`src/logic/stream_cfg_pkg.sv`:
```
// control-side types for the stream source
// base addresses are assumed aligned to NB_PORTS*4 bytes, lengths count wide beats

package stream_cfg_pkg;

  typedef logic [31:0] addr_t;  // byte address
  typedef logic [31:0] word_t;  // one memory word
  typedef logic [15:0] len_t;   // transfer length in beats

  // controller request
  typedef struct packed {
    addr_t base_addr;
    len_t  trans_size;
    logic  req_start;
  } ctrl_t;

  // status back to the controller
  typedef struct packed {
    logic ready_start;
    logic done;
  } flags_t;

  typedef enum logic [1:0] {
    SRC_IDLE,
    SRC_WORKING,
    SRC_DRAIN  // all addresses issued, waiting for the last beat
  } src_state_e;

endpackage
```
`src/logic/mem_port_pkg.sv`:
```
// one 32-bit memory port, read only
// r_valid/r_data come exactly one cycle after the req & gnt cycle

package mem_port_pkg;

  // request side, a read is implied
  typedef struct packed {
    logic                  req;
    stream_cfg_pkg::addr_t addr;
  } mem_req_t;

  // response side
  typedef struct packed {
    logic                  gnt;
    logic                  r_valid;
    stream_cfg_pkg::word_t r_data;
  } mem_rsp_t;

endpackage

```
`src/logic/stream_source.sv`:
```
// memory-to-stream source over NB_PORTS word-interleaved 32-bit ports
// base address aligned to NB_PORTS*4 bytes, trans_size at least 1

module stream_source #(
  parameter int unsigned NB_PORTS = 2
) (
  input  logic                                  clk_i,
  input  logic                                  rst_ni,
  input  stream_cfg_pkg::ctrl_t                 ctrl_i,
  output stream_cfg_pkg::flags_t                flags_o,
  output mem_port_pkg::mem_req_t [NB_PORTS-1:0] mem_req_o,
  input  mem_port_pkg::mem_rsp_t [NB_PORTS-1:0] mem_rsp_i,
  output stream_cfg_pkg::word_t  [NB_PORTS-1:0] stream_data_o,
  output logic                                  stream_valid_o,
  input  logic                                  stream_ready_i
);

  stream_cfg_pkg::addr_t                addr;
  stream_cfg_pkg::word_t [NB_PORTS-1:0] buf_data;
  logic                  [NB_PORTS-1:0] buf_valid;
  logic                  [NB_PORTS-1:0] accept;
  logic                  [NB_PORTS-1:0] granted;
  logic                  [NB_PORTS-1:0] gnt;
  logic                                 addr_valid;
  logic                                 addr_ready;
  logic                                 buf_ready;
  logic                                 ready_start;
  logic                                 start;
  logic                                 last;
  logic                                 done;

  assign start               = ctrl_i.req_start & ready_start;
  assign flags_o.ready_start = ready_start;
  assign flags_o.done        = done;

  source_addrgen #(.NB_PORTS(NB_PORTS)) u_addrgen (
    .clk_i         (clk_i),
    .rst_ni        (rst_ni),
    .ctrl_i        (ctrl_i),
    .ready_start_o (ready_start),
    .addr_o        (addr),
    .addr_valid_o  (addr_valid),
    .addr_ready_i  (addr_ready),
    .last_i        (last)
  );

  source_req_issue #(.NB_PORTS(NB_PORTS)) u_req_issue (
    .clk_i        (clk_i),
    .rst_ni       (rst_ni),
    .addr_i       (addr),
    .addr_valid_i (addr_valid),
    .addr_ready_o (addr_ready),
    .accept_i     (accept),
    .mem_req_o    (mem_req_o),
    .gnt_i        (gnt),
    .granted_o    (granted)
  );

  for (genvar k = 0; k < NB_PORTS; k++) begin : gen_rsp
    assign gnt[k] = mem_rsp_i[k].gnt;

    source_rsp_buffer u_rsp_buffer (
      .clk_i     (clk_i),
      .rst_ni    (rst_ni),
      .rsp_i     (mem_rsp_i[k]),
      .granted_i (granted[k]),
      .data_o    (buf_data[k]),
      .valid_o   (buf_valid[k]),
      .ready_i   (buf_ready),
      .accept_o  (accept[k])
    );
  end

  source_merge #(.NB_PORTS(NB_PORTS)) u_merge (
    .clk_i          (clk_i),
    .rst_ni         (rst_ni),
    .trans_size_i   (ctrl_i.trans_size),
    .start_i        (start),
    .word_i         (buf_data),
    .word_valid_i   (buf_valid),
    .word_ready_o   (buf_ready),
    .stream_data_o  (stream_data_o),
    .stream_valid_o (stream_valid_o),
    .stream_ready_i (stream_ready_i),
    .last_o         (last),
    .done_o         (done)
  );

endmodule

```
`src/logic/source_merge.sv`:
```
// joins the port heads into one beat, all heads pop together
// counts beats of the transfer latched at start

module source_merge #(
  parameter int unsigned NB_PORTS = 2
) (
  input  logic                                 clk_i,
  input  logic                                 rst_ni,
  input  stream_cfg_pkg::len_t                 trans_size_i,
  input  logic                                 start_i,
  input  stream_cfg_pkg::word_t [NB_PORTS-1:0] word_i,
  input  logic                  [NB_PORTS-1:0] word_valid_i,
  output logic                                 word_ready_o,
  output stream_cfg_pkg::word_t [NB_PORTS-1:0] stream_data_o,
  output logic                                 stream_valid_o,
  input  logic                                 stream_ready_i,
  output logic                                 last_o,
  output logic                                 done_o
);

  stream_cfg_pkg::len_t beat_cnt_q;
  stream_cfg_pkg::len_t len_q;
  logic                 done_q;
  logic                 beat_hs;

  assign stream_valid_o = &word_valid_i;  // only complete beats
  assign stream_data_o  = word_i;
  assign beat_hs        = stream_valid_o & stream_ready_i;
  assign word_ready_o   = beat_hs;
  assign last_o         = beat_hs & (beat_cnt_q == len_q - stream_cfg_pkg::len_t'(1));
  assign done_o         = done_q;

  always_ff @(posedge clk_i or negedge rst_ni) begin
    if (!rst_ni) begin
      beat_cnt_q <= '0;
      len_q      <= '0;
      done_q     <= 1'b0;
    end else begin
      done_q <= last_o;  // pulse the cycle after the final beat
      if (start_i) begin
        beat_cnt_q <= '0;
        len_q      <= trans_size_i;
      end else if (beat_hs) begin
        beat_cnt_q <= last_o ? '0 : beat_cnt_q + stream_cfg_pkg::len_t'(1);
      end
    end
  end

endmodule

```
`src/logic/source_rsp_buffer.sv`:
```
// two-entry reply FIFO for one port, no bypass: a reply is readable the cycle after r_valid
// accept_o is the credit, replies never find the FIFO full

module source_rsp_buffer (
  input  logic                   clk_i,
  input  logic                   rst_ni,
  input  mem_port_pkg::mem_rsp_t rsp_i,
  input  logic                   granted_i,
  output stream_cfg_pkg::word_t  data_o,
  output logic                   valid_o,
  input  logic                   ready_i,
  output logic                   accept_o
);

  stream_cfg_pkg::word_t mem_q [2];

  logic       wr_ptr_q;
  logic       rd_ptr_q;
  logic [1:0] count_q;
  logic       pend_q;  // granted last cycle, reply arrives now
  logic       push;
  logic       pop;

  assign push     = rsp_i.r_valid;
  assign valid_o  = (count_q != 2'd0);
  assign pop      = valid_o & ready_i;
  assign data_o   = mem_q[rd_ptr_q];
  assign accept_o = (count_q + {1'b0, pend_q}) < 2'd2;

  always_ff @(posedge clk_i or negedge rst_ni) begin
    if (!rst_ni) begin
      wr_ptr_q <= 1'b0;
      rd_ptr_q <= 1'b0;
      count_q  <= '0;
      pend_q   <= 1'b0;
    end else begin
      pend_q <= granted_i;
      if (push) wr_ptr_q <= ~wr_ptr_q;
      if (pop) rd_ptr_q <= ~rd_ptr_q;
      count_q <= count_q + {1'b0, push} - {1'b0, pop};
    end
  end

  always_ff @(posedge clk_i) begin
    if (push) mem_q[wr_ptr_q] <= rsp_i.r_data;
  end

endmodule

```
`src/logic/source_req_issue.sv`:
```
// sends one beat address to all ports, port k reads addr + 4k
// the address retires once every port has granted, in any order

module source_req_issue #(
  parameter int unsigned NB_PORTS = 2
) (
  input  logic                                  clk_i,
  input  logic                                  rst_ni,
  input  stream_cfg_pkg::addr_t                 addr_i,
  input  logic                                  addr_valid_i,
  output logic                                  addr_ready_o,
  input  logic              [NB_PORTS-1:0]      accept_i,
  output mem_port_pkg::mem_req_t [NB_PORTS-1:0] mem_req_o,
  input  logic              [NB_PORTS-1:0]      gnt_i,
  output logic              [NB_PORTS-1:0]      granted_o
);

  logic [NB_PORTS-1:0] granted_q;  // ports already done with this address
  logic [NB_PORTS-1:0] req;
  logic [NB_PORTS-1:0] hs;
  logic [NB_PORTS-1:0] done_ports;

  for (genvar k = 0; k < NB_PORTS; k++) begin : gen_port
    // no request while the port buffer has no room for the reply
    assign req[k]            = addr_valid_i & ~granted_q[k] & accept_i[k];
    assign mem_req_o[k].req  = req[k];
    assign mem_req_o[k].addr = addr_i + stream_cfg_pkg::addr_t'(4 * k);
  end

  assign hs           = req & gnt_i;
  assign done_ports   = granted_q | hs;
  assign addr_ready_o = &done_ports;
  assign granted_o    = hs;  // one reply due next cycle

  always_ff @(posedge clk_i or negedge rst_ni) begin
    if (!rst_ni) begin
      granted_q <= '0;
    end else if (addr_ready_o) begin
      granted_q <= '0;  // address retired
    end else begin
      granted_q <= done_ports;
    end
  end

endmodule

```
`src/logic/source_addrgen.sv`:
```
// start FSM and address stepper; trans_size must be at least 1
// the base address is taken as is, no realignment is done

module source_addrgen #(
  parameter int unsigned NB_PORTS = 2
) (
  input  logic                  clk_i,
  input  logic                  rst_ni,
  input  stream_cfg_pkg::ctrl_t ctrl_i,
  output logic                  ready_start_o,
  output stream_cfg_pkg::addr_t addr_o,
  output logic                  addr_valid_o,
  input  logic                  addr_ready_i,
  input  logic                  last_i
);

  localparam stream_cfg_pkg::addr_t STEP = stream_cfg_pkg::addr_t'(NB_PORTS * 4);

  stream_cfg_pkg::src_state_e state_q, state_d;
  stream_cfg_pkg::addr_t      addr_q;
  stream_cfg_pkg::len_t       cnt_q;  // addresses already handed over
  stream_cfg_pkg::len_t       len_q;

  logic start;
  logic addr_hs;
  logic last_addr;

  assign ready_start_o = (state_q == stream_cfg_pkg::SRC_IDLE);
  assign start         = ctrl_i.req_start & ready_start_o;
  assign addr_valid_o  = (state_q == stream_cfg_pkg::SRC_WORKING);
  assign addr_o        = addr_q;
  assign addr_hs       = addr_valid_o & addr_ready_i;
  assign last_addr     = (cnt_q == len_q - stream_cfg_pkg::len_t'(1));

  always_comb begin
    state_d = state_q;
    case (state_q)
      stream_cfg_pkg::SRC_IDLE: begin
        if (start) state_d = stream_cfg_pkg::SRC_WORKING;
      end
      stream_cfg_pkg::SRC_WORKING: begin
        if (addr_hs && last_addr) state_d = stream_cfg_pkg::SRC_DRAIN;
      end
      stream_cfg_pkg::SRC_DRAIN: begin
        if (last_i) state_d = stream_cfg_pkg::SRC_IDLE;  // final beat is out
      end
      default: state_d = stream_cfg_pkg::SRC_IDLE;
    endcase
  end

  always_ff @(posedge clk_i or negedge rst_ni) begin
    if (!rst_ni) begin
      state_q <= stream_cfg_pkg::SRC_IDLE;
      addr_q  <= '0;
      cnt_q   <= '0;
      len_q   <= '0;
    end else begin
      state_q <= state_d;
      if (start) begin
        addr_q <= ctrl_i.base_addr;
        len_q  <= ctrl_i.trans_size;
        cnt_q  <= '0;
      end else if (addr_hs) begin
        addr_q <= addr_q + STEP;
        cnt_q  <= cnt_q + stream_cfg_pkg::len_t'(1);
      end
    end
  end

endmodule

```
`config.mk`:
```
export PLATFORM = sky130hd
export DESIGN_NAME = stream_source
export DESIGN_NICKNAME = d
export VERILOG_FILES = /design/src/logic/stream_cfg_pkg.sv /design/src/logic/mem_port_pkg.sv /design/src/logic/stream_source.sv /design/src/logic/source_merge.sv /design/src/logic/source_rsp_buffer.sv /design/src/logic/source_req_issue.sv /design/src/logic/source_addrgen.sv
export SDC_FILE = /design/constraint.sdc
export NUM_CORES = 1
export LEC_CHECK = 0
export BUFFER_PORTS_ARGS = -buffer_cell sky130_fd_sc_hd__buf_2
export CAP_MARGIN = 10
export CORE_ASPECT_RATIO = 2
export CORE_UTILIZATION = 55
export CTS_CLUSTER_SIZE = 25
export DETAILED_ROUTE_END_ITERATION = 8
export PLACE_DENSITY = 0.81
export SYNTH_ARGS = -nofsm -noshare
export SYNTH_HDL_FRONTEND = slang
export SYNTH_HIERARCHICAL = 1
export SYNTH_SLANG_ARGS = --single-unit
export TNS_END_PERCENT = 10
```
`constraint.sdc`:
```
create_clock -name clk_i -period 6.9 [get_ports clk_i]
set_input_delay 0.69 -clock clk_i [delete_from_list [all_inputs] [get_ports clk_i]]
set_output_delay 0.69 -clock clk_i [all_outputs]
set_load 0.05 [all_outputs]
```
==> impl_metrics.ini, run 1 <==
[outcome]
status = finished, final reports clean

[place]
pre_cts_slack_ns = 3.473
dp.final_hpwl_um = 21000
gp_congestion = 0.9101
io_buffers = 252
placed_cells = 1508

[timing]
relSlewSlack = 0.2462
slew_violations = 0
min_period_ns = 3.480
final-setup-viol-count = 0
grt_setup_unrepaired = false
tns_ns = 0
tightest_slew_ns = 1.127
timing.final.ws_setup_ns = 3.420
hold_violations = 0
skew_ns = 0.01169
post-route-period-util = 0.5044
max_freq_mhz = 287.3

[pwr]
power.leakage_nw = 5.977
ir_drop_mv = 0.4820
p_total_mw = 6.742
power.density_mw_per_mm2 = 475.0

[floorplanning]
start_util = 0.5639
coreArea_mm2 = 0.02284
ioPinCount = 253
num_rows = 78
dieArea_mm2 = 0.02407
die_h_um = 218.4
die_w_um = 110.2

[yosys]
synth-async-reset-ratio = 0.4644
yosysSeqAreaShare = 0.5141
synth_edf_count = 128
avgSynthCellArea_um2 = 11.57
synth.area.top_cells = edfxtp_1 30%, dfrtp_1 22%, mux2_4 6.8%
synth.distinct_cells = 75
ys_warn_count = 6
synth.net_count = 1243
syn_inst = 1113
synth_top_area_frac = 0.2985
synth_flop_cell = edfxtp_1
netlist.top_cell.by_area = edfxtp_1
syn_area_mm2 = 0.01288
ys_ff_latch = 239

[grt]
grt_pass1_vias = 9007
antenna_found_initial = 1
grt_max_degree = 76
grt_pass1_wl_um = 44390
grt_usage = 0.2380
grt_overflow = 0

[worst_setup_path]
startpoint = u_merge/len_q[5]$_DFFE_PN0P_
critPathRequiredTime_ns = 7.24
r2r-end = u_merge/beat_cnt_q[11]$_DFFE_PN0P_
cp_max_fo = 15
path_class = reg2reg
critPathLaunchType = flop
end_kind = flop
crit_arrival_ns = 3.82
r2r-start = u_merge/len_q[5]$_DFFE_PN0P_
reg2reg_slack_ns = 3.42
r2r.worst_path.cells = 6
crit_end = u_merge/beat_cnt_q[11]$_DFFE_PN0P_

[layout]
nets = 1381
fin_cells = 1546
fin_util = 0.6216
areaGrowthSynthToFinish_pct = 10.22
drive_gt1_frac = 0.3178
num-fill-cells = 1829

[cts]
cts_tree = built
cts_max_path_buffers = 3
clock-root-buffer = clkbuf_16
postCtsResizedCells = 0
cts.sinks = 239
h-tree-depth = 1
cts.hold.buffers_added = 0
post_cts_buffers = 0
path_clk_slew_ns = 0.07
clk_latency_ns = 0.50
cts_made_buffers = 21

[flow_run]
timing.max_cap.violations = 0

[drt]
wl_per_cell_um = 18.65
drtIter0Drc = 420
ant_nets = 0
wl_um = 28830
drc_errors = 0
vias = 9041
viasPerCell = 5.848
drtPass1Iterations = 5

[hold_path]
hold_class = in2async
## worst min-delay path by stage
stage               slack (ns)  cells past startpoint                                           end                                from
floorplan                 0.39                      0  gen_rsp[0].u_rsp_buffer/count_q[0]$_DFF_PN0_                              rst_ni
global placement          0.44                      1            u_req_issue/granted_q[0]$_DFF_PN0_  u_req_issue/granted_q[1]$_DFF_PN0_
detailed placement        0.45                      1            u_req_issue/granted_q[0]$_DFF_PN0_  u_req_issue/granted_q[1]$_DFF_PN0_
CTS                       0.16                      1             u_merge/beat_cnt_q[6]$_DFFE_PN0P_                              rst_ni
global route              0.17                      1             u_merge/beat_cnt_q[6]$_DFFE_PN0P_                              rst_ni
finish                    0.14                      1             u_merge/beat_cnt_q[6]$_DFFE_PN0P_                              rst_ni
## state kept, by name, summed over array words and instances, names as in the netlist, 4 cells and up
| name | flops |
|---|---|
| gen_rsp.u_rsp_buffer/count_q | 4 |
| gen_rsp.u_rsp_buffer/mem_q | 128 |
| u_addrgen/addr_o | 32 |
| u_addrgen/cnt_q | 16 |
| u_addrgen/len_q | 16 |
| u_merge/beat_cnt_q | 16 |
| u_merge/len_q | 16 |
## per-layer routing
metal / part of all wire / wire [um] / GRT usage / vias up
li1: - / - / - / 4222
met1: 0.35 / 10080 / 0.2457 / 4393
met2: 0.55 / 15830 / 0.4469 / 351
met3: 0.054 / 1570 / 0.03012 / 75
met4: 0.047 / 1358 / 0.1338 / 0
met5: 0 / 0 / 0 / -
## critical path: stages, from the launching register on
cell and delay, ns:
dfrtp_1 0.42, nor3_1 0.81, nand4_1 0.36, o41ai_1 0.45, nand4_1 0.27, nor4_4 0.81
a211oi_1 0.20
## cells by family after synthesis
group                      Yosys count  synth area share
and+or+nand+nor                    374            0.1541
muxes                               78           0.08511
xor gates and xnor gates            95           0.06461
adders and majority gates           10          0.009715
buffers and inverters              166           0.08889
AOI/OAI and AO/OA                  151           0.08346
DFF                                239            0.5141
## placed cells by master, fill, tap and decap left out, types with 5 or more instances in the layout
master       n
a211oi_1    15
mux2_2      20
a32oi_1      5
dfrtp_1    109
nor3_1      25
o311ai_0    15
mux2_4      58
xor2_1      37
clkbuf_16   21
nor2_1      56
buf_4        9
a21oi_1     14
or2_2        6
nor4_1       9
or3_1        9
a221o_1     13
and2_1      10
nand4_1     26
o21ai_0     43
inv_1       21
nand3_1     31
a31oi_1     11
edfxtp_1   128
and3_1      18
nand2_1    133
buf_2      251
ha_1        10
nor3b_1      9
xnor2_1     58
## stage by stage
| step | area, um2 | hold WS, ns |
|---|---|---|
| CTS | 14190 | 0.1552 |
| global route | 14190 | 0.1734 |
| global placement | 13500 | 0.4419 |
| finish | 14190 | 0.1443 |
| detailed placement | 13500 | 0.4504 |
| floorplan | 12880 | 0.3944 |
## where the power goes
| group | switching (mW) | internal, mW | total (mW) |
|---|---|---|---|
| Clock | 0.519 | 0.678 | 1.20 |
| Combinational | 2.08 | 0.981 | 3.06 |
| Sequential | 0.582 | 1.90 | 2.49 |
## final cells by class
cell class | count | area, um2 | area share
sequential | 239 | 6624 | 0.4666
timing repair buffer | 260 | 1324 | 0.09326
inverter | 21 | 78.83 | 0.005553
clock buffer | 22 | 529.3 | 0.03729
antenna | 1 | 2.502 | 0.0001763
clock inverter | 15 | 167.7 | 0.01181
tap | 280 | 350.3 | 0.02468
multi-input combinational | 708 | 5119 | 0.3606
## synthesized netlist by cell type, types with 6 or more instances
cell type / count
mux2_2: 20
buf_4: 100
nor4_1: 9
a31oi_1: 11
xnor2_1: 58
ha_1: 10
or3_1: 9
a221o_1: 13
edfxtp_1: 128
and2_1: 11
o21ai_0: 43
o311ai_0: 15
nand3_1: 31
nor3b_1: 9
a211oi_1: 15
buf_6: 6
and3_1: 18
inv_1: 21
clkbuf_1: 26
or2_2: 6
dfrtp_1: 111
nand2_1: 133
nand4_1: 26
xor2_1: 37
a21oi_1: 14
nor3_1: 25
nor2_1: 56
buf_12: 6
mux2_4: 58
Power figures use the tool's default switching activity.
==> inputs of run 2 (changes only) <==
Settings changed: CORE_UTILIZATION 55 to 51, PLACE_DENSITY 0.81 to 0.79.
Clock period 6.9 ns to 3 ns, I/O delays scaled along.
==> impl_metrics.ini, run 2 (synthesis results as in run 1) <==
[layout]
largest_reg_flops = 128
regMostFlops = gen_rsp.u_rsp_buffer/mem_q
antenna_cells = 0
areaGrowthSynthToFinish_pct = 20.42
layout_common_cells = 251 x buf_2, 133 x nand2_1, 128 x edfxtp_1
layout_commonest_cell = buf_2
drive_gt1_frac = 0.3165
nets = 1504

[timing]
relSlewSlack = 0.3159
timing.final.ws_setup_ns = 0.08562
final-setup-viol-count = 0
post-route-period-util = 0.9715
slew_violations = 0
grt_setup_unrepaired = true
max_freq_mhz = 343.1
skew_ns = 0.009086
min_period_ns = 2.914
tightest_slew_ns = 1.026
hold_violations = 0

[grt]
grt_max_degree = 66
antenna_found_initial = 0
grt_pass1_wl_um = 49660
grt_usage = 0.2451
grt_pass1_vias = 9742
grt_overflow = 0

[cts]
cts_max_path_buffers = 3
clock-root-buffer = clkbuf_16
cts.sinks = 239
clk_latency_ns = 0.52
cts_tree = built
path_clk_slew_ns = 0.07
cts_made_buffers = 22
h-tree-depth = 1

[pwr]
power.leakage_nw = 6.556
power.density_mw_per_mm2 = 1046
p_sw_frac = 0.4652
p_switching_mw = 7.544
p_comb_frac = 0.468
p_total_mw = 16.22
intPower_mw = 8.674
p_seq_frac = 0.344
ir_drop_mv = 0.8671
clock_power_share = 0.187

[drt]
met2_length_um = 17240
wl_um = 31610
met1_length_um = 11220
vias = 9608
route.top_layer_used = met4
wl_met3_um = 1428
viasPerCell = 5.580
wl_per_cell_um = 18.35
ant_nets = 0
drtPass1Iterations = 5
drc_errors = 0
drtIter0Drc = 569

[outcome]
status = finished, final reports clean

[worst_setup_path]
crit_arrival_ns = 3.33
path_cells = or4_1 > or3_1 > a211oi_2 > nand3_1 > or4_1 > nor3b_1 > buf_4 > nor3b_1 > a31o_1
max_stage_delay_ns = 0.54
critPathRequiredTime_ns = 3.41
cp_max_fo = 6
critPathLaunchType = flop
reg2reg_slack_ns = 0.09
path_class = reg2reg
end_kind = flop
crit_slowest_cell = or4_1

[floorplanning]
num_rows = 81
dieArea_mm2 = 0.02593
die_h_um = 226.7
die_w_um = 114.4
start_util = 0.5229
ioPinCount = 253
coreArea_mm2 = 0.02463

[place]
pre_cts_slack_ns = 0.05887
dp.final_hpwl_um = 22040
io_buffers = 252
gp_congestion = 0.9331

[flow_run]
timing.max_cap.violations = 0

[hold_path]
hold_class = in2reg
==> run 2: cell count changes in the layout (fill, tap and decap cells not counted), sizes merged <==
cell and delta:
dlygate4sd3 +90, inv -1, clkinv -3, buf +32, clkbuf +7, diode -1
bufinv +1, clkinvlp -1
==> run 2: power by group through the flow <==
stage / clock (mW) / sequential, mW / combinational [mW]
after floorplan: 0 / 5.13 / 6.95
after global placement: 0 / 5.57 / 7.35
after detailed placement: 0 / 5.62 / 7.43
after CTS: 3.09 / 5.55 / 7.56
after global routing: 3.22 / 5.72 / 8.03
final: 3.04 / 5.58 / 7.60
==> run 2: path summary, 6_finish.rpt <==
| check | endpoint | startpoint | cells past startpoint |
|---|---|---|---|
| min reg2reg | u_req_issue/granted_q[0]$_DFF_PN0_ | u_req_issue/granted_q[1]$_DFF_PN0_ | 1 |
| min | u_addrgen/len_q[13]$_DFFE_PN0P_ | ctrl_i[14] | 3 |
| max in group asynchronous | u_merge/len_q[3]$_DFFE_PN0P_ | rst_ni | 3 |
| max reg2reg | u_addrgen/state_q[1]$_DFFE_PN0P_ | u_merge/len_q[1]$_DFFE_PN0P_ | 9 |
| max | u_addrgen/state_q[1]$_DFFE_PN0P_ | u_merge/len_q[1]$_DFFE_PN0P_ | 9 |
| min in group asynchronous | u_merge/beat_cnt_q[8]$_DFFE_PN0P_ | rst_ni | 2 |
==> run 2: what timing repair did <==
item                                    CTS  global route
setup buffers                             1             0
resized for setup                         0             5
endpoints found under the setup margin    3            30
hold buffers                             90             0
pin swaps                                 1             0
hold endpoints to repair                201             0
==> run 2: stage by stage <==
step	utilization	cells	cell area (um2)	hold WS (ns)	setup TNS, ns
global route	0.6297	1722	15510	0.01528	-0.2896
floorplan	-	1113	12880	0.004409	0
detailed placement	0.5606	1591	13810	0.3967	0
finish	0.6297	1722	15510	0.01774	0
global placement	0.5606	1591	13810	0.3879	0
CTS	0.6291	1722	15490	0.00007988	0
==> run 2: worst max-delay path, delay by kind of cell (launching register included) <==
family	cells	cell delay [ns]
AOI/OAI and AO/OA	2	0.47
and+or+nand+nor	6	1.74
buffers and inverters	1	0.15
DFF	1	0.43
==> run 2: final cells by class <==
class	count	area [um2]
Clock buffer	29	608.1
Clock inverter	11	170.2
Fill cell	1941	9119
Inverter	21	78.83
Multi-Input combinational cell	708	5134
Sequential cell	239	6625
Tap cell	332	415.4
Timing Repair Buffer	382	2477
==> run 2: per-layer routing <==
layer / vias to the layer above / track usage
met5: - / 0
met4: 0 / 0.1374
met3: 88 / 0.02887
met2: 347 / 0.4669
met1: 4701 / 0.2544
li1: 4472 / -
==> inputs of run 3 (changes only) <==
Settings changed: CORE_UTILIZATION 51 to 49, PLACE_DENSITY 0.79 to 0.78, SYNTH_HIERARCHICAL 1 to default.
==> impl_metrics.ini, run 3 <==
[layout]
fin_cells = 1525
regMostFlops = gen_rsp.u_rsp_buffer.mem_q
finalInstanceArea_mm2 = 0.01391
layout_commonest_cell = buf_2
largest_reg_flops = 128
areaGrowthSynthToFinish_pct = 30.93
drive_gt1_frac = 0.3520
fin_util = 0.6587
nets = 1368
layout_common_cells = 246 x buf_2, 128 x edfxtp_1, 115 x nand2_1

[place]
gp_congestion = 1.002
placed_cells = 1412
detailed_place.area_mm2 = 0.01240
io_buffers = 252
dp.final_hpwl_um = 20340
pre_cts_slack_ns = -0.01259

[hold_path]
hold_class = in2reg
min_to = gen_rsp[1].u_rsp_buffer.mem_q[1][16]$_DFFE_PP_
whs_path_depth = 1
hold_start = mem_rsp_i[50]

[yosys]
synth.area.top_cells = edfxtp_1 36%, dfrtp_1 22%, mux2_2 6.8%
synthXorXnorAreaFrac = 0.09330
synth_mux_area_frac = 0.06879
synth.distinct_cells = 73
syn_inst = 894
synthTopCellsByCount = 128 x edfxtp_1, 115 x nand2_1, 95 x dfrtp_1, 77 x nor2_1, 68 x xnor2_1
synth_top_family_by_area = simple AND/OR/NAND/NOR gates
ys_ff_latch = 223
synth_top_area_frac = 0.3619
synth_most_common_cell = edfxtp_1
synth_flop_cell = edfxtp_1
ys_warn_count = 0
avgSynthCellArea_um2 = 11.88
synth.net_count = 1023
synthSimpleGateAreaFrac = 0.1477
yosysSeqAreaShare = 0.5857
netlist.top_cell.by_area = edfxtp_1
synth-async-reset-ratio = 0.4260
syn_area_mm2 = 0.01062
synth_edf_count = 128
synth-compound-area-share = 0.06491
synth_fa_ha_area_frac = 0.01060

[drt]
wl_per_cell_um = 18.91
drc_errors = 0
ant_nets = 0
viasPerCell = 5.462
vias = 8330
wl_um = 28840
drtIter0Drc = 403
drtPass1Iterations = 5

[worst_setup_path]
reg2reg_slack_ns = 0.03
r2r-start = u_addrgen.len_q[1]$_DFFE_PN0P_
r2r-end = u_merge.beat_cnt_q[3]$_DFFE_PN0P_
critPathRequiredTime_ns = 3.38
critPathLaunchType = flop
path_class = reg2reg
cp_max_fo = 14
end_kind = flop
r2r.worst_path.cells = 10
crit_arrival_ns = 3.34

[grt]
grt_pass1_vias = 8578
grt_overflow = 0
antenna_found_initial = 3
grt.busiest_layer = met2
grt_usage = 0.2550
grt_pass1_wl_um = 43660
met1_usage = 0.2394
grt_max_degree = 63
met3_usage = 0.02938
met2_usage = 0.5009

[floorplanning]
start_util = 0.5031
die_w_um = 106.1
num_rows = 75
ioPinCount = 253
dieArea_mm2 = 0.02230
die_h_um = 210.2
coreArea_mm2 = 0.02111

[flow_run]
timing.max_cap.violations = 0

[timing]
post-route-period-util = 0.9890
fin_hold_ws_ns = 0.01303
hold_violations = 0
skew_ns = 0.008527
max_freq_mhz = 337.0
slew_violations = 0
grt_setup_unrepaired = true
relSlewSlack = 0.5380
min_period_ns = 2.967
final-setup-viol-count = 0
timing.final.ws_setup_ns = 0.03297
tightest_slew_ns = 0.6929
tns_ns = 0

[pwr]
ir_drop_mv = 0.5387
power.leakage_nw = 6.042
power.density_mw_per_mm2 = 701.8
p_total_mw = 9.760

[cts]
clock-root-buffer = clkbuf_16
cts_tree = built
cts_made_buffers = 20
h-tree-depth = 1
path_clk_slew_ns = 0.07
cts.sinks = 223
cts_max_path_buffers = 3
clk_latency_ns = 0.49

[outcome]
status = finished, final reports clean
==> run 3: cell count changes in the layout (fill, tap and decap cells not counted), sizes merged, moves of 13 or more <==
cell / previous run / this run
a211oi: 19 / 5
dfrtp: 111 / 95
dlygate4sd3: 90 / 71
mux2: 78 / 64
nand2: 133 / 116
nand4: 28 / 15
nor2: 56 / 78
==> run 3: final cells by class <==
cell class	instances	area (um2)
flip-flops and latches	223	6227
clock inverters	7	73.82
multi-input cells	602	4222
well taps	269	336.6
inverters	23	86.33
fillers	1598	7207
diodes	3	7.507
repair buffers	369	2369
clock buffers	29	585.6
==> run 3: worst max path at each step <==
stage,startpoint,to,slack (ns),depth (start not counted)
finish,u_addrgen.len_q[1]$_DFFE_PN0P_,u_merge.beat_cnt_q[3]$_DFFE_PN0P_,0.03,10
floorplan,u_addrgen.addr_o[16]$_DFFE_PN0P_,mem_req_o[59],-0.15,7
global placement,u_addrgen.len_q[1]$_DFFE_PN0P_,u_addrgen.state_q[1]$_DFFE_PN0P_,0.05,10
global route,u_addrgen.len_q[1]$_DFFE_PN0P_,u_merge.beat_cnt_q[4]$_DFFE_PN0P_,-0.11,10
CTS,u_addrgen.addr_o[21]$_DFFE_PN0P_,mem_req_o[59],-0.02,7
detailed placement,u_addrgen.len_q[1]$_DFFE_PN0P_,u_addrgen.state_q[1]$_DFFE_PN0P_,-0.01,10
==> run 3: layer usage <==
metal	vias to the layer above	part of all wire
li1	3860	-
met1	4007	0.32
met2	353	0.56
met3	110	0.046
met4	0	0.070
met5	-	0
==> run 3: critical path: stages, from the launching register on <==
cell	delay, ns
dfrtp_1	0.41
inv_1	0.09
ha_1	0.16
or4b_4	0.51
or3_4	0.37
xnor2_1	0.16
nor4_2	0.38
o2111ai_2	0.25
o31ai_4	0.22
buf_4	0.23
nor2_1	0.07
==> run 3: cells by family after synthesis <==
family	after synthesis
AO/OA/AOI/OAI	98
XOR/XNOR	110
adder cells (fa/ha/maj)	9
buffers and inverters	69
flip-flops	223
multiplexers	65
AND/OR/NAND/NOR	320
==> run 3: report_power, final <==
group / internal [mW] / switching (mW)
clock: 1.46 / 1.12
sequential: 3.74 / 0.220
combinational: 1.02 / 2.20
==> run 3: repair_timing <==
| action | in CTS | in global routing |
|---|---|---|
| hold endpoints to repair | 177 | 0 |
| resized for setup | 14 | 18 |
| setup buffers | 2 | 1 |
| setup endpoints to repair | 8 | 26 |
| hold buffers | 71 | 0 |
| pin swaps | 1 | 4 |
